[src/include/lb_consts.svh]
// Load buffer constants
// Widths and sizes shared by the package, the RTL and the testbench

`ifndef LB_CONSTS_SVH
`define LB_CONSTS_SVH

// Data and address width
`define LB_XLEN 64

// Number of buffer slots
`define LB_DEPTH 4

// Reorder buffer tag width
`define LB_ROB_IDX_W 5

// Byte offset inside a doubleword, and its byte enables
`define LB_OFFS_W 3
`define LB_BE_W 8

`endif

[src/hdl/lb_pkg.sv]
// Load buffer types
// Vector typedefs for the meaningful widths, load widths and slot states

`include "lb_consts.svh"

package lb_pkg;

  typedef logic [`LB_XLEN-1:0]          xlen_t;
  typedef logic [`LB_ROB_IDX_W-1:0]     rob_idx_t;
  typedef logic [$clog2(`LB_DEPTH)-1:0] lb_idx_t;
  typedef logic [`LB_BE_W-1:0]          be_t;

  // U variants are zero-extended
  typedef enum logic [2:0] {
    LD_B, LD_BU, LD_H, LD_HU, LD_W, LD_WU, LD_D
  } ld_width_t;

  typedef enum logic [2:0] {
    LB_S_EMPTY,
    LB_S_RS1_WAIT,
    LB_S_ADDR_REQ,
    LB_S_ADDR_WAIT,
    LB_S_MEM_REQ,
    LB_S_MEM_WAIT,
    LB_S_DONE
  } lb_state_t;

endpackage

[src/hdl/lb_out_sel.sv]
// Load buffer output selector
// Routes the slot named by each pointer to its channel, builds the
// byte enables and looks up the slot of a returning memory answer

`timescale 1ns/1ps
`include "lb_consts.svh"

module lb_out_sel (
  input  lb_pkg::lb_idx_t        head_i,
  input  lb_pkg::lb_idx_t        tail_i,
  input  lb_pkg::lb_idx_t        addr_ptr_i,
  input  lb_pkg::lb_idx_t        mem_ptr_i,
  input  lb_pkg::lb_idx_t        mem_tag_i,
  input  logic [`LB_DEPTH-1:0]   empty_i,
  input  logic [`LB_DEPTH-1:0]   addr_req_i,
  input  logic [`LB_DEPTH-1:0]   mem_req_i,
  input  logic [`LB_DEPTH-1:0]   done_i,
  input  lb_pkg::ld_width_t      width_i        [`LB_DEPTH],
  input  lb_pkg::xlen_t          base_i         [`LB_DEPTH],
  input  lb_pkg::xlen_t          offs_addr_i    [`LB_DEPTH],
  input  lb_pkg::rob_idx_t       dest_rob_idx_i [`LB_DEPTH],
  input  lb_pkg::xlen_t          value_i        [`LB_DEPTH],
  output logic                   issue_ready_o,
  output logic                   adder_valid_o,
  output lb_pkg::lb_idx_t        adder_tag_o,
  output lb_pkg::xlen_t          adder_base_o,
  output lb_pkg::xlen_t          adder_offs_o,
  output logic                   mem_valid_o,
  output lb_pkg::xlen_t          mem_addr_o,
  output lb_pkg::be_t            mem_be_o,
  output lb_pkg::lb_idx_t        mem_tag_o,
  output logic                   cdb_valid_o,
  output lb_pkg::rob_idx_t       cdb_rob_idx_o,
  output lb_pkg::xlen_t          cdb_value_o,
  output lb_pkg::ld_width_t      ret_width_o,
  output logic [`LB_OFFS_W-1:0]  ret_offs_o
);

  lb_pkg::xlen_t mem_slot_addr;
  lb_pkg::be_t   be_mask;

  assign issue_ready_o = empty_i[tail_i];

  // Adder channel
  assign adder_valid_o = addr_req_i[addr_ptr_i];
  assign adder_tag_o   = addr_ptr_i;
  assign adder_base_o  = base_i[addr_ptr_i];
  assign adder_offs_o  = offs_addr_i[addr_ptr_i];

  // Memory channel, doubleword aligned
  assign mem_slot_addr = offs_addr_i[mem_ptr_i];
  assign mem_valid_o   = mem_req_i[mem_ptr_i];
  assign mem_tag_o     = mem_ptr_i;
  assign mem_addr_o    = {mem_slot_addr[`LB_XLEN-1:`LB_OFFS_W], {`LB_OFFS_W{1'b0}}};

  always_comb begin
    case (width_i[mem_ptr_i])
      lb_pkg::LD_B, lb_pkg::LD_BU: be_mask = 8'b0000_0001;
      lb_pkg::LD_H, lb_pkg::LD_HU: be_mask = 8'b0000_0011;
      lb_pkg::LD_W, lb_pkg::LD_WU: be_mask = 8'b0000_1111;
      default:                     be_mask = 8'b1111_1111;
    endcase
  end

  // Width mask moved up to the byte offset
  assign mem_be_o = be_mask << mem_slot_addr[`LB_OFFS_W-1:0];

  // CDB channel
  assign cdb_valid_o   = done_i[head_i];
  assign cdb_rob_idx_o = dest_rob_idx_i[head_i];
  assign cdb_value_o   = value_i[head_i];

  // Returning answer
  assign ret_width_o = width_i[mem_tag_i];
  assign ret_offs_o  = offs_addr_i[mem_tag_i][`LB_OFFS_W-1:0];

endmodule

[src/hdl/lb_ptr_ctl.sv]
// Load buffer pointer controller
// Keeps the tail, address, memory and head pointers and turns each
// handshake into a one-hot strobe for the slot its pointer names

`timescale 1ns/1ps
`include "lb_consts.svh"

module lb_ptr_ctl (
  input  logic                  clk_i,
  input  logic                  rst_ni,
  input  logic                  flush_i,
  input  logic                  issue_valid_i,
  input  logic                  issue_ready_i,
  input  logic                  adder_valid_i,
  input  logic                  adder_ready_i,
  input  logic                  mem_valid_i,
  input  logic                  mem_ready_i,
  input  logic                  cdb_valid_i,
  input  logic                  cdb_ready_i,
  output lb_pkg::lb_idx_t       head_o,
  output lb_pkg::lb_idx_t       tail_o,
  output lb_pkg::lb_idx_t       addr_ptr_o,
  output lb_pkg::lb_idx_t       mem_ptr_o,
  output logic [`LB_DEPTH-1:0]  push_o,
  output logic [`LB_DEPTH-1:0]  addr_sent_o,
  output logic [`LB_DEPTH-1:0]  mem_sent_o,
  output logic [`LB_DEPTH-1:0]  pop_o
);

  // Pointer order: tail, address, memory, head
  logic [3:0]      fire;
  lb_pkg::lb_idx_t ptr_q [4];

  assign fire[0] = issue_valid_i & issue_ready_i;
  assign fire[1] = adder_valid_i & adder_ready_i;
  assign fire[2] = mem_valid_i & mem_ready_i;
  assign fire[3] = cdb_valid_i & cdb_ready_i;

  // Wrapping counters
  always_ff @(posedge clk_i or negedge rst_ni) begin
    if (!rst_ni) begin
      for (int k = 0; k < 4; k++) ptr_q[k] <= '0;
    end else if (flush_i) begin
      for (int k = 0; k < 4; k++) ptr_q[k] <= '0;
    end else begin
      for (int k = 0; k < 4; k++) begin
        if (fire[k]) begin
          if (ptr_q[k] == lb_pkg::lb_idx_t'(`LB_DEPTH - 1)) ptr_q[k] <= '0;
          else ptr_q[k] <= ptr_q[k] + 1'b1;
        end
      end
    end
  end

  assign tail_o     = ptr_q[0];
  assign addr_ptr_o = ptr_q[1];
  assign mem_ptr_o  = ptr_q[2];
  assign head_o     = ptr_q[3];

  // Per-slot strobes
  always_comb begin
    for (int i = 0; i < `LB_DEPTH; i++) begin
      push_o[i]      = fire[0] && (ptr_q[0] == lb_pkg::lb_idx_t'(i));
      addr_sent_o[i] = fire[1] && (ptr_q[1] == lb_pkg::lb_idx_t'(i));
      mem_sent_o[i]  = fire[2] && (ptr_q[2] == lb_pkg::lb_idx_t'(i));
      pop_o[i]       = fire[3] && (ptr_q[3] == lb_pkg::lb_idx_t'(i));
    end
  end

endmodule

[src/hdl/lb_slot.sv]
// Load buffer slot
// Holds one load and steps it through base wait, address computation,
// memory access and retirement

`timescale 1ns/1ps

module lb_slot #(
  parameter int unsigned SLOT_IDX = 0
) (
  input  logic              clk_i,
  input  logic              rst_ni,
  input  logic              flush_i,
  input  logic              push_i,
  input  logic              addr_sent_i,
  input  logic              mem_sent_i,
  input  logic              pop_i,
  // Issue fields
  input  lb_pkg::ld_width_t issue_width_i,
  input  logic              issue_rs1_ready_i,
  input  lb_pkg::rob_idx_t  issue_rs1_rob_idx_i,
  input  lb_pkg::xlen_t     issue_rs1_value_i,
  input  lb_pkg::xlen_t     issue_imm_i,
  input  lb_pkg::rob_idx_t  issue_dest_rob_idx_i,
  // CDB broadcast
  input  logic              cdb_valid_i,
  input  lb_pkg::rob_idx_t  cdb_rob_idx_i,
  input  lb_pkg::xlen_t     cdb_value_i,
  // Answers
  input  logic              adder_valid_i,
  input  lb_pkg::lb_idx_t   adder_tag_i,
  input  lb_pkg::xlen_t     adder_result_i,
  input  logic              mem_valid_i,
  input  lb_pkg::lb_idx_t   mem_tag_i,
  input  lb_pkg::xlen_t     load_data_i,
  // Status and fields
  output logic              empty_o,
  output logic              addr_req_o,
  output logic              mem_req_o,
  output logic              done_o,
  output lb_pkg::ld_width_t width_o,
  output lb_pkg::xlen_t     base_o,
  output lb_pkg::xlen_t     offs_addr_o,
  output lb_pkg::rob_idx_t  dest_rob_idx_o,
  output lb_pkg::xlen_t     value_o
);

  lb_pkg::lb_state_t state_q, state_d;

  lb_pkg::ld_width_t width_q;
  lb_pkg::rob_idx_t  rs1_rob_idx_q;
  lb_pkg::rob_idx_t  dest_rob_idx_q;
  lb_pkg::xlen_t     base_q;
  lb_pkg::xlen_t     offs_addr_q;
  lb_pkg::xlen_t     value_q;

  logic rs1_fwd, rs1_take, addr_take, mem_take;

  // Base broadcast on the same edge as the push
  assign rs1_fwd   = cdb_valid_i && (cdb_rob_idx_i == issue_rs1_rob_idx_i);
  assign rs1_take  = (state_q == lb_pkg::LB_S_RS1_WAIT) && cdb_valid_i &&
                     (cdb_rob_idx_i == rs1_rob_idx_q);
  // Answers may come while the request is still pending
  assign addr_take = adder_valid_i && (adder_tag_i == lb_pkg::lb_idx_t'(SLOT_IDX)) &&
                     (state_q == lb_pkg::LB_S_ADDR_REQ || state_q == lb_pkg::LB_S_ADDR_WAIT);
  assign mem_take  = mem_valid_i && (mem_tag_i == lb_pkg::lb_idx_t'(SLOT_IDX)) &&
                     (state_q == lb_pkg::LB_S_MEM_REQ || state_q == lb_pkg::LB_S_MEM_WAIT);

  // ------------------------------------------------------------------
  // State machine
  // ------------------------------------------------------------------
  always_comb begin
    state_d = state_q;
    case (state_q)
      lb_pkg::LB_S_EMPTY: begin
        if (push_i) begin
          if (issue_rs1_ready_i || rs1_fwd) state_d = lb_pkg::LB_S_ADDR_REQ;
          else state_d = lb_pkg::LB_S_RS1_WAIT;
        end
      end
      lb_pkg::LB_S_RS1_WAIT: if (rs1_take) state_d = lb_pkg::LB_S_ADDR_REQ;
      lb_pkg::LB_S_ADDR_REQ: begin
        if (addr_take) state_d = lb_pkg::LB_S_MEM_REQ;
        else if (addr_sent_i) state_d = lb_pkg::LB_S_ADDR_WAIT;
      end
      lb_pkg::LB_S_ADDR_WAIT: if (addr_take) state_d = lb_pkg::LB_S_MEM_REQ;
      lb_pkg::LB_S_MEM_REQ: begin
        if (mem_take) state_d = lb_pkg::LB_S_DONE;
        else if (mem_sent_i) state_d = lb_pkg::LB_S_MEM_WAIT;
      end
      lb_pkg::LB_S_MEM_WAIT: if (mem_take) state_d = lb_pkg::LB_S_DONE;
      lb_pkg::LB_S_DONE: if (pop_i) state_d = lb_pkg::LB_S_EMPTY;
      default: state_d = lb_pkg::LB_S_EMPTY;
    endcase
  end

  always_ff @(posedge clk_i or negedge rst_ni) begin
    if (!rst_ni) state_q <= lb_pkg::LB_S_EMPTY;
    else if (flush_i) state_q <= lb_pkg::LB_S_EMPTY;
    else state_q <= state_d;
  end

  // ------------------------------------------------------------------
  // Load fields
  // ------------------------------------------------------------------
  always_ff @(posedge clk_i) begin
    if (push_i) begin
      width_q        <= issue_width_i;
      rs1_rob_idx_q  <= issue_rs1_rob_idx_i;
      dest_rob_idx_q <= issue_dest_rob_idx_i;
      base_q         <= (!issue_rs1_ready_i && rs1_fwd) ? cdb_value_i : issue_rs1_value_i;
      offs_addr_q    <= issue_imm_i;
    end else begin
      if (rs1_take) base_q <= cdb_value_i;
      // Offset is replaced by the computed address
      if (addr_take) offs_addr_q <= adder_result_i;
      if (mem_take) value_q <= load_data_i;
    end
  end

  assign empty_o        = state_q == lb_pkg::LB_S_EMPTY;
  assign addr_req_o     = state_q == lb_pkg::LB_S_ADDR_REQ;
  assign mem_req_o      = state_q == lb_pkg::LB_S_MEM_REQ;
  assign done_o         = state_q == lb_pkg::LB_S_DONE;
  assign width_o        = width_q;
  assign base_o         = base_q;
  assign offs_addr_o    = offs_addr_q;
  assign dest_rob_idx_o = dest_rob_idx_q;
  assign value_o        = value_q;

endmodule

[src/hdl/load_buffer.sv]
// Out-of-order load buffer
// Slots are filled in program order, compute addresses and read memory
// out of order, and retire on the CDB in program order

`timescale 1ns/1ps
`include "lb_consts.svh"

module load_buffer (
  input  logic              clk_i,
  input  logic              rst_ni,
  input  logic              flush_i,
  // Issue stage
  input  logic              issue_valid_i,
  output logic              issue_ready_o,
  input  lb_pkg::ld_width_t issue_width_i,
  input  logic              issue_rs1_ready_i,
  input  lb_pkg::rob_idx_t  issue_rs1_rob_idx_i,
  input  lb_pkg::xlen_t     issue_rs1_value_i,
  input  lb_pkg::xlen_t     issue_imm_i,
  input  lb_pkg::rob_idx_t  issue_dest_rob_idx_i,
  // CDB
  input  logic              cdb_valid_i,
  input  lb_pkg::rob_idx_t  cdb_rob_idx_i,
  input  lb_pkg::xlen_t     cdb_value_i,
  output logic              cdb_valid_o,
  input  logic              cdb_ready_i,
  output lb_pkg::rob_idx_t  cdb_rob_idx_o,
  output lb_pkg::xlen_t     cdb_value_o,
  // Address adder
  output logic              adder_valid_o,
  input  logic              adder_ready_i,
  output lb_pkg::lb_idx_t   adder_tag_o,
  output lb_pkg::xlen_t     adder_base_o,
  output lb_pkg::xlen_t     adder_offs_o,
  input  logic              adder_valid_i,
  input  lb_pkg::lb_idx_t   adder_tag_i,
  input  lb_pkg::xlen_t     adder_result_i,
  // Memory
  output logic              mem_valid_o,
  input  logic              mem_ready_i,
  output lb_pkg::xlen_t     mem_addr_o,
  output lb_pkg::be_t       mem_be_o,
  output lb_pkg::lb_idx_t   mem_tag_o,
  input  logic              mem_valid_i,
  input  lb_pkg::lb_idx_t   mem_tag_i,
  input  lb_pkg::xlen_t     mem_rdata_i
);

  lb_pkg::lb_idx_t head, tail, addr_ptr, mem_ptr;

  logic [`LB_DEPTH-1:0] push, addr_sent, mem_sent, pop;
  logic [`LB_DEPTH-1:0] slot_empty, slot_addr_req, slot_mem_req, slot_done;

  lb_pkg::ld_width_t slot_width     [`LB_DEPTH];
  lb_pkg::xlen_t     slot_base      [`LB_DEPTH];
  lb_pkg::xlen_t     slot_offs_addr [`LB_DEPTH];
  lb_pkg::rob_idx_t  slot_dest      [`LB_DEPTH];
  lb_pkg::xlen_t     slot_value     [`LB_DEPTH];

  // Memory answer path
  lb_pkg::ld_width_t       ret_width;
  logic [`LB_OFFS_W-1:0]   ret_offs;
  lb_pkg::xlen_t           load_data;

  lb_ptr_ctl u_ptr_ctl (
    .clk_i         (clk_i),
    .rst_ni        (rst_ni),
    .flush_i       (flush_i),
    .issue_valid_i (issue_valid_i),
    .issue_ready_i (issue_ready_o),
    .adder_valid_i (adder_valid_o),
    .adder_ready_i (adder_ready_i),
    .mem_valid_i   (mem_valid_o),
    .mem_ready_i   (mem_ready_i),
    .cdb_valid_i   (cdb_valid_o),
    .cdb_ready_i   (cdb_ready_i),
    .head_o        (head),
    .tail_o        (tail),
    .addr_ptr_o    (addr_ptr),
    .mem_ptr_o     (mem_ptr),
    .push_o        (push),
    .addr_sent_o   (addr_sent),
    .mem_sent_o    (mem_sent),
    .pop_o         (pop)
  );

  // ------------------------------------------------------------------
  // Buffer slots
  // ------------------------------------------------------------------
  for (genvar i = 0; i < `LB_DEPTH; i++) begin : gen_slot
    lb_slot #(
      .SLOT_IDX(i)
    ) u_slot (
      .clk_i                (clk_i),
      .rst_ni               (rst_ni),
      .flush_i              (flush_i),
      .push_i               (push[i]),
      .addr_sent_i          (addr_sent[i]),
      .mem_sent_i           (mem_sent[i]),
      .pop_i                (pop[i]),
      .issue_width_i        (issue_width_i),
      .issue_rs1_ready_i    (issue_rs1_ready_i),
      .issue_rs1_rob_idx_i  (issue_rs1_rob_idx_i),
      .issue_rs1_value_i    (issue_rs1_value_i),
      .issue_imm_i          (issue_imm_i),
      .issue_dest_rob_idx_i (issue_dest_rob_idx_i),
      .cdb_valid_i          (cdb_valid_i),
      .cdb_rob_idx_i        (cdb_rob_idx_i),
      .cdb_value_i          (cdb_value_i),
      .adder_valid_i        (adder_valid_i),
      .adder_tag_i          (adder_tag_i),
      .adder_result_i       (adder_result_i),
      .mem_valid_i          (mem_valid_i),
      .mem_tag_i            (mem_tag_i),
      .load_data_i          (load_data),
      .empty_o              (slot_empty[i]),
      .addr_req_o           (slot_addr_req[i]),
      .mem_req_o            (slot_mem_req[i]),
      .done_o               (slot_done[i]),
      .width_o              (slot_width[i]),
      .base_o               (slot_base[i]),
      .offs_addr_o          (slot_offs_addr[i]),
      .dest_rob_idx_o       (slot_dest[i]),
      .value_o              (slot_value[i])
    );
  end

  lb_out_sel u_out_sel (
    .head_i         (head),
    .tail_i         (tail),
    .addr_ptr_i     (addr_ptr),
    .mem_ptr_i      (mem_ptr),
    .mem_tag_i      (mem_tag_i),
    .empty_i        (slot_empty),
    .addr_req_i     (slot_addr_req),
    .mem_req_i      (slot_mem_req),
    .done_i         (slot_done),
    .width_i        (slot_width),
    .base_i         (slot_base),
    .offs_addr_i    (slot_offs_addr),
    .dest_rob_idx_i (slot_dest),
    .value_i        (slot_value),
    .issue_ready_o  (issue_ready_o),
    .adder_valid_o  (adder_valid_o),
    .adder_tag_o    (adder_tag_o),
    .adder_base_o   (adder_base_o),
    .adder_offs_o   (adder_offs_o),
    .mem_valid_o    (mem_valid_o),
    .mem_addr_o     (mem_addr_o),
    .mem_be_o       (mem_be_o),
    .mem_tag_o      (mem_tag_o),
    .cdb_valid_o    (cdb_valid_o),
    .cdb_rob_idx_o  (cdb_rob_idx_o),
    .cdb_value_o    (cdb_value_o),
    .ret_width_o    (ret_width),
    .ret_offs_o     (ret_offs)
  );

  load_extract u_extract (
    .width_i (ret_width),
    .offs_i  (ret_offs),
    .rdata_i (mem_rdata_i),
    .data_o  (load_data)
  );

endmodule

[src/hdl/load_extract.sv]
// Load data extractor
// Picks the requested bytes out of a returned doubleword and
// sign- or zero-extends them to the full width

`timescale 1ns/1ps
`include "lb_consts.svh"

module load_extract (
  input  lb_pkg::ld_width_t     width_i,
  input  logic [`LB_OFFS_W-1:0] offs_i,
  input  lb_pkg::xlen_t         rdata_i,
  output lb_pkg::xlen_t         data_o
);

  lb_pkg::xlen_t shifted;

  // Byte offset to bit shift
  assign shifted = rdata_i >> {offs_i, 3'b000};

  always_comb begin
    case (width_i)
      lb_pkg::LD_B:  data_o = {{(`LB_XLEN - 8){shifted[7]}}, shifted[7:0]};
      lb_pkg::LD_BU: data_o = {{(`LB_XLEN - 8){1'b0}}, shifted[7:0]};
      lb_pkg::LD_H:  data_o = {{(`LB_XLEN - 16){shifted[15]}}, shifted[15:0]};
      lb_pkg::LD_HU: data_o = {{(`LB_XLEN - 16){1'b0}}, shifted[15:0]};
      lb_pkg::LD_W:  data_o = {{(`LB_XLEN - 32){shifted[31]}}, shifted[31:0]};
      lb_pkg::LD_WU: data_o = {{(`LB_XLEN - 32){1'b0}}, shifted[31:0]};
      default:       data_o = shifted;
    endcase
  end

endmodule

[config.mk]
export PLATFORM = sky130hd
export DESIGN_NAME = load_buffer
export DESIGN_NICKNAME = d
export VERILOG_FILES = /design/src/hdl/lb_pkg.sv /design/src/hdl/lb_out_sel.sv /design/src/hdl/lb_ptr_ctl.sv /design/src/hdl/lb_slot.sv /design/src/hdl/load_buffer.sv /design/src/hdl/load_extract.sv
export VERILOG_INCLUDE_DIRS = /design/src /design/src/include
export SDC_FILE = /design/constraint.sdc
export NUM_CORES = 2
export LEC_CHECK = 0
export BUFFER_PORTS_ARGS = -buffer_cell sky130_fd_sc_hd__buf_2
export CORE_MARGIN = 2
export CORE_UTILIZATION = 30
export CTS_CLUSTER_SIZE = 30
export DETAILED_ROUTE_END_ITERATION = 6
export PLACE_DENSITY = 0.45
export SETUP_SLACK_MARGIN = 0.2
export SYNTH_ARGS = -nofsm -noshare
export SYNTH_HDL_FRONTEND = slang
export SYNTH_HIERARCHICAL = 1
export SYNTH_SLANG_ARGS = --single-unit
[constraint.sdc]
create_clock -name clk_i -period 10 [get_ports clk_i]
set_clock_uncertainty 0.05 [all_clocks]
set_input_delay 0.5 -clock clk_i [delete_from_list [all_inputs] [get_ports clk_i]]
set_output_delay 0.5 -clock clk_i [all_outputs]
set_load 0.03 [all_outputs]
==> After elaboration in Yosys (flattened, before gate mapping) <==
Index checks and enable logic that the tools add are counted.
{ "totals": {"inputBits": 353, "out_inout_bits": 277, "ff_bits": 840, "word_cells": 335} }
{ "classes": {"n_lt_le_gt_ge": 8, "n_addsub": 4, "n_bitwise": 12, "n_reduce_logical": 87, "muxes": 105, "n_eq_ne": 85, "shift": 2} }
{ "ops": {"columns": ["op", "count"], "rows": [
  ["two-way mux 64 bit", 25],
  ["binary-select mux 64 bit (select 2 bit)", 5],
  ["one-hot mux 64 bit (6 select lines)", 1],
  ["two-way mux 3 bit", 46],
  ["one-hot mux 3 bit (7 select lines)", 4],
  ["right shift 64 x 6 -> 64 bit", 1],
  ["!= test 3 x 2 -> 1 bit, second input constant", 20],
  ["== test 3 bit, second input constant", 16],
  ["logical AND 1 bit", 42],
  ["== test 3 x 2 -> 1 bit, second input constant", 12],
  ["!= test 4 x 3 -> 1 bit, second input constant", 8],
  ["AND reduction 7 bit", 4],
  ["== test 5 bit", 5],
  ["== test 2 bit, second input constant", 12],
  ["one-hot mux 8 bit (3 select lines)", 1],
  ["nonzero test 2 bit", 12],
  ["== test 3 x 1 -> 1 bit, second input constant", 6],
  ["logical NOT 3 bit", 6],
  ["two-way mux 2 bit", 9],
  ["binary-select mux 3 bit (select 2 bit)", 2],
  ["== test 2 x 1 -> 1 bit, second input constant", 6],
  [">= comparator 3 bit, second input constant", 4],
  ["logical NOT 2 bit", 6],
  ["less-than comparator 2 x 3 -> 1 bit, second input constant", 4],
  ["14 further kinds", 46]
]} }

==> Logic depth before layout (Yosys ltp) <==
{ "logic_depth": {"depth_word": 9, "depth_mapped": 11, "depth_no_buf": 9} }

==> Hierarchy <==
The synthesis kept the hierarchy.
{ "by_module_without_submodules": {"columns": ["mod", "cells_each", "area_per_inst_um2", "n_inst", "seq_area_each_um2"], "rows": [
  ["lb_slot (gen_slot[1].u_slot ...)", 407, 8299.2, 2, 6231.0],
  ["lb_slot (gen_slot[3].u_slot)", 407, 8405.6, 1, 6231.0],
  ["lb_slot (gen_slot[0].u_slot)", 409, 8348.0, 1, 6231.0],
  ["lb_out_sel", 366, 6626.4, 1, 0.0],
  ["load_extract", 257, 2228.4, 1, 0.0],
  ["lb_ptr_ctl", 73, 733.2, 1, 200.2]
]} }

==> Least setup slack after synthesis <==
Ideal clock, no wire load.
{ "synth_timing": {"path_type": "register to register", "start": "register gen_slot[0].u_slot.state_q[1]", "end": "register gen_slot[1].u_slot.value_q[0], enable pin", "setup_slack_ns": 2.542, "synth_period_minus_slack_ns": 7.458, "required_time_ns": 9.385, "path_buffers": 4, "t_arrival_ns": 6.843, "path_stages_with_launch": 9, "setup_ns": 0.565, "cell_sequence": "dfrtp_1 -> clkbuf_1 -> nor3_1 -> mux4_2 -> and3_1 -> clkbuf_1 -> clkbuf_1 -> clkbuf_1 -> nor3_1"} }
{ "synth_via": {"elab_chain_len": 7} }
{ "synth_lines": {"columns": ["element", "line_no", "source"], "rows": [
  ["start: declaration", "lb_slot.sv:47", "lb_pkg::lb_state_t state_q, state_d;"],
  ["start signal: assignment", "lb_slot.sv:97", "if (!rst_ni) state_q <= lb_pkg::LB_S_EMPTY;"],
  ["start signal: assignment", "lb_slot.sv:98", "else if (flush_i) state_q <= lb_pkg::LB_S_EMPTY;"],
  ["start signal: assignment", "lb_slot.sv:99", "else state_q <= state_d;"],
  ["logical NOT 3 bit", "lb_slot.sv:120", "assign empty_o = state_q == lb_pkg::LB_S_EMPTY;"],
  ["via slot_empty[0]", "load_buffer.sv:52", "logic [`LB_DEPTH-1:0] slot_empty, slot_addr_req, slot_mem_req, slot_done;"],
  ["binary-select mux 1 bit (select 2 bit)", "lb_out_sel.sv:42", "assign issue_ready_o = empty_i[tail_i];"],
  ["two-way mux 1 bit (implied by the code)", "lb_out_sel.sv:42", null],
  ["via issue_ready_o", "load_buffer.sv:14", "output logic issue_ready_o,"],
  ["AND 1 bit", "lb_ptr_ctl.sv:34", "assign fire[0] = issue_valid_i & issue_ready_i;"],
  ["logical AND 1 bit", "lb_ptr_ctl.sv:63", "push_o[i] = fire[0] && (ptr_q[0] == lb_pkg::lb_idx_t'(i));"],
  ["via push[1]", "load_buffer.sv:51", "logic [`LB_DEPTH-1:0] push, addr_sent, mem_sent, pop;"],
  ["NOT 1 bit (no source line)", null, null],
  ["AND reduction 2 bit (no source line)", null, null],
  ["end signal: assignment", "lb_slot.sv:116", "if (mem_take) value_q <= load_data_i;"],
  ["end: declaration", "lb_slot.sv:54", "lb_pkg::xlen_t value_q;"]
]} }
The timed path passes the listed nets, and every way through them passes these cells. The select of a mux whose other input is x is not followed.
A chain may end at the register's enable or synchronous reset.

==> Final worst setup path <==
{ "layout_timing": {"start": "register gen_slot[3].u_slot.state_q[1]", "end": "register gen_slot[3].u_slot.offs_addr_q[46], enable pin"} }
{ "layout_via": {"elab_chain_len": 6, "elab_cells_between_ends": 10, "cone_classes": "2 x eq/ne; 2 x mux; 1 x bitwise; 5 x reduce/logical"} }
{ "layout_lines": {"columns": ["element", "line_no", "source"], "rows": [
  ["start: declaration", "lb_slot.sv:47", null],
  ["start signal: assignment", "lb_slot.sv:97", null],
  ["start signal: assignment", "lb_slot.sv:98", null],
  ["start signal: assignment", "lb_slot.sv:99", null],
  ["logical NOT 3 bit", "lb_slot.sv:120", null],
  ["via slot_empty[3]", "load_buffer.sv:52", null],
  ["binary-select mux 1 bit (select 2 bit)", "lb_out_sel.sv:42", null],
  ["two-way mux 1 bit (implied by the code)", "lb_out_sel.sv:42", null],
  ["AND 1 bit", "lb_ptr_ctl.sv:34", null],
  ["logical AND 1 bit", "lb_ptr_ctl.sv:63", null],
  ["via push[3]", "load_buffer.sv:51", null],
  ["nonzero test 2 bit (no source line)", null, null],
  ["end signal: assignment", "lb_slot.sv:111", "offs_addr_q <= issue_imm_i;"],
  ["end signal: assignment", "lb_slot.sv:115", "if (addr_take) offs_addr_q <= adder_result_i;"],
  ["end: declaration", "lb_slot.sv:53", "lb_pkg::xlen_t offs_addr_q;"]
]} }
The timed path passes the listed nets, and every way through them passes these cells. The select of a mux whose other input is x is not followed.

==> results.md <==
- Core Region: 142000 µm²
- Port bufs: 626
- TNS Setup: 0 ns
- Die span in x: 382 µm
- Largest net degree at the start of global routing: 74
- Hold-fix buffers, CTS: 10
- PD cells: 245 nW/µm²
- Post-route minimum period: 4.63 ns
- Final Cell Area: 51200 µm²
- Initial Utilization: 30.3%
- Post-place setup slack: 5.33 ns
- Seq/Total Area, Yosys: 58.5%
- Finished Layout Cells: 4920
- DRC Markers: 0
- Post-CTS setup buffer count: 0
- Clock buffer count from CTS: 101
- Metal3 WL: 9020 µm
- Fin util: 36.1%
- Pre-antenna DRT Iters: 5
- HPWL after DPL: 90600 µm
- Syn Inst Count: 2326
- Largest family of logic cells by synthesized area: multiplexers
- Unrepaired setup endpoints after global routing: false
- CTS-repair resized insts: 0
- Vias in the first global route: 26774
- Vias/cell: 5.14
- Routed met2 length: 69200 µm
- Leak: 18.0 nW
- Primary FF master, synth: edfxtp_1
- Global route overflow: 0
- Slew HR: 21.0%
- Synth Area in Compound Gates: 2.27%
- FMAX: 216 MHz
- Clk root buf: clkbuf_16
- Iter 0 DRT Violations: 1618
- Startpoint Class: flip-flop
- Clock Latency Late Sink: 0.70 ns
- Commonest non-fill, non-tap cell in the layout: edfxtp_1
- Dpl cells: 4713
- Nets: 3305
- Post-Syn Area per Cell: 18.5 µm²
- VDD IR max: 0.208 mV
- Antenna-violating nets left: 0
- Final Setup Violations: 0
- Worst-margin pin slew: 1.19 ns
- Worst EP required: 10.26 ns
- Crit path kind: reg -> reg
- DR vias: 25303
- Syn. warnings: 6
- # IOs: 630
- Adder-Cell Fraction of Synth Area: 0.466%
- Fin crit share: 46.3%
- Slew Limit Fails: 0
- H-Tree Depth: 3
- Mapped cell area: 42900 µm²
- Status: finished, final reports clean
- Rows: 138
- Simple-Gate Fraction of Synth Area: 3.41%
- Hold Fails Final Rpt: 0
- Final wirelength: 137000 µm
- Worst setup EP type: flip-flop
- First-pass GRT wire length: 195000 µm
- TritonCTS clock tree: done
- WL/cell: 27.8 µm
- Clock-pin slew on the worst setup and hold paths: 0.06 ns
- Flops & latches, synth: 840
- Worst setup margin: 5.37 ns
- Post-synth EDFFs: 820
- DP Area: 47900 µm²
- Crit path DAT: 4.88 ns
- Top routing layer in use: met5
- Wire length on met1: 55000 µm
- Post-synthesis mux area share: 32.1%
- Initial antenna violation count: 76
- Area Overhead vs Synth: 19.2%
- CTS sink cnt: 840
- Crit path max fanout: 53
- Max-cap viol count: 0
- Ys async rst share: 2.38%
- Most frequent cells in the layout: 820 x edfxtp_1, 626 x buf_2, 341 x mux2_2
- Synth Area in XOR/XNOR: 0.816%
- Max clock buf depth: 3
- Hold Crit Class: in -> reg
- Synth cell types: 74
- Fraction of layout cells with a size suffix above 1: 55.6%
- Die area: 146000 µm²
- Die Y: 382 µm
- Gr usage total: 18.4%
- GPL Wtd Cong: 0.808
cell usage after synthesis, types with 5 or more instances:
cell type | n | area, µm²
inv_1 | 17 | 63.8
edfxtp_1 | 820 | 24600
a21bo_1 | 8 | 80.1
and3_2 | 11 | 82.6
buf_1 | 11 | 41.3
nor2b_1 | 12 | 75.1
mux2_4 | 180 | 2700
o22ai_1 | 5 | 31.3
buf_6 | 32 | 360
a21oi_1 | 30 | 150
mux4_2 | 308 | 6940
dfrtp_1 | 20 | 500
buf_2 | 53 | 265
o2bb2ai_1 | 6 | 52.6
clkbuf_1 | 66 | 248
ha_1 | 16 | 200
xnor2_1 | 36 | 315
nand2b_1 | 13 | 81.3
nand3b_1 | 8 | 60.1
mux2i_1 | 22 | 220
nand2_1 | 60 | 225
and3_1 | 11 | 68.8
a22oi_1 | 18 | 135
nor2_1 | 20 | 75.1
nand4_1 | 38 | 238
or3_1 | 8 | 50.1
mux2_2 | 341 | 3840
mux2_1 | 7 | 78.8
nand3_1 | 24 | 120
a311oi_1 | 7 | 61.3
nor3b_1 | 8 | 60.1
nor3_1 | 23 | 115
o21ai_0 | 11 | 55.1
buf_4 | 9 | 67.6
through the flow:
stage	hold slack (ns)	power, mW
finish	0.0808	12.5
global placement	0.480	9.05
global route	0.0435	13.1
detailed placement	0.485	9.12
floorplan	0.154	7.72
CTS	0.00279	12.7
sequential cells by signal (all words and copies together), names as in the netlist:
| name | cells |
|---|---|
| gen_slot.u_slot/base_o | 256 |
| gen_slot.u_slot/offs_addr_o | 256 |
| gen_slot.u_slot/value_o | 256 |
| gen_slot.u_slot/dest_rob_idx_o | 20 |
| gen_slot.u_slot/rs1_rob_idx_q | 20 |
| gen_slot.u_slot/state_q | 12 |
| gen_slot.u_slot/width_o | 12 |
| u_ptr_ctl/addr_ptr_o | 2 |
| u_ptr_ctl/head_o | 2 |
| u_ptr_ctl/mem_ptr_o | 2 |
| u_ptr_ctl/tail_o | 2 |
worst max-delay path: stages (launching register included):
cell     delay (ns)
dfrtp_1        0.47
or3_1          0.47
inv_1          0.08
mux4_2         0.34
and3_4         0.60
buf_4          0.86
or2_4          0.41
buf_4          0.73
layer usage:
metal | vias up | track usage [%]
li1 | 10889 | -
met1 | 13300 | 22.4
met2 | 768 | 31.6
met3 | 278 | 5.22
met4 | 68 | 5.03
met5 | - | 0
logic make-up after synthesis:
kind of cell / after synthesis
other: 1
AND/OR/NAND/NOR: 259
flip-flops: 840
adder cells (fa/ha/maj): 16
multiplexers: 858
buffers and inverters: 188
XOR/XNOR: 40
AO/OA/AOI/OAI: 124
report_power, final:
group / switching, mW / internal, mW / total (mW)
clock network: 1.49 / 2.07 / 3.56
registers: 0.188 / 4.59 / 4.78
logic: 2.62 / 1.57 / 4.19
total: 4.30 / 8.23 / 12.5
cell type report:
type,count,area [µm²]
fill,13347,90600
sequential,840,25100
multi-input combinational,1300,16900
timing repair buffer,676,3550
clock buffer,123,2640
tap,1890,2360
clock inverter,60,512
inverter,17,63.8
antenna,14,35.0
path summary, 6_finish.rpt:
path,startpoint,end,slack (ns),cells past startpoint
setup / recovery,gen_slot[3].u_slot/state_q[1],gen_slot[3].u_slot/offs_addr_o[46],5.37,7
hold / removal,adder_ready_i,u_ptr_ctl/addr_ptr_o[1],0.08,3
setup reg to reg,gen_slot[3].u_slot/state_q[1],gen_slot[3].u_slot/offs_addr_o[46],5.37,7
hold reg to reg,gen_slot[1].u_slot/state_q[0],gen_slot[1].u_slot/state_q[0],0.62,2
max in group asynchronous,rst_ni,u_ptr_ctl/head_o[1],9.09,2
min in group asynchronous,rst_ni,gen_slot[3].u_slot/state_q[0],0.36,2
Note: power is estimated with default switching activity, not from simulation.
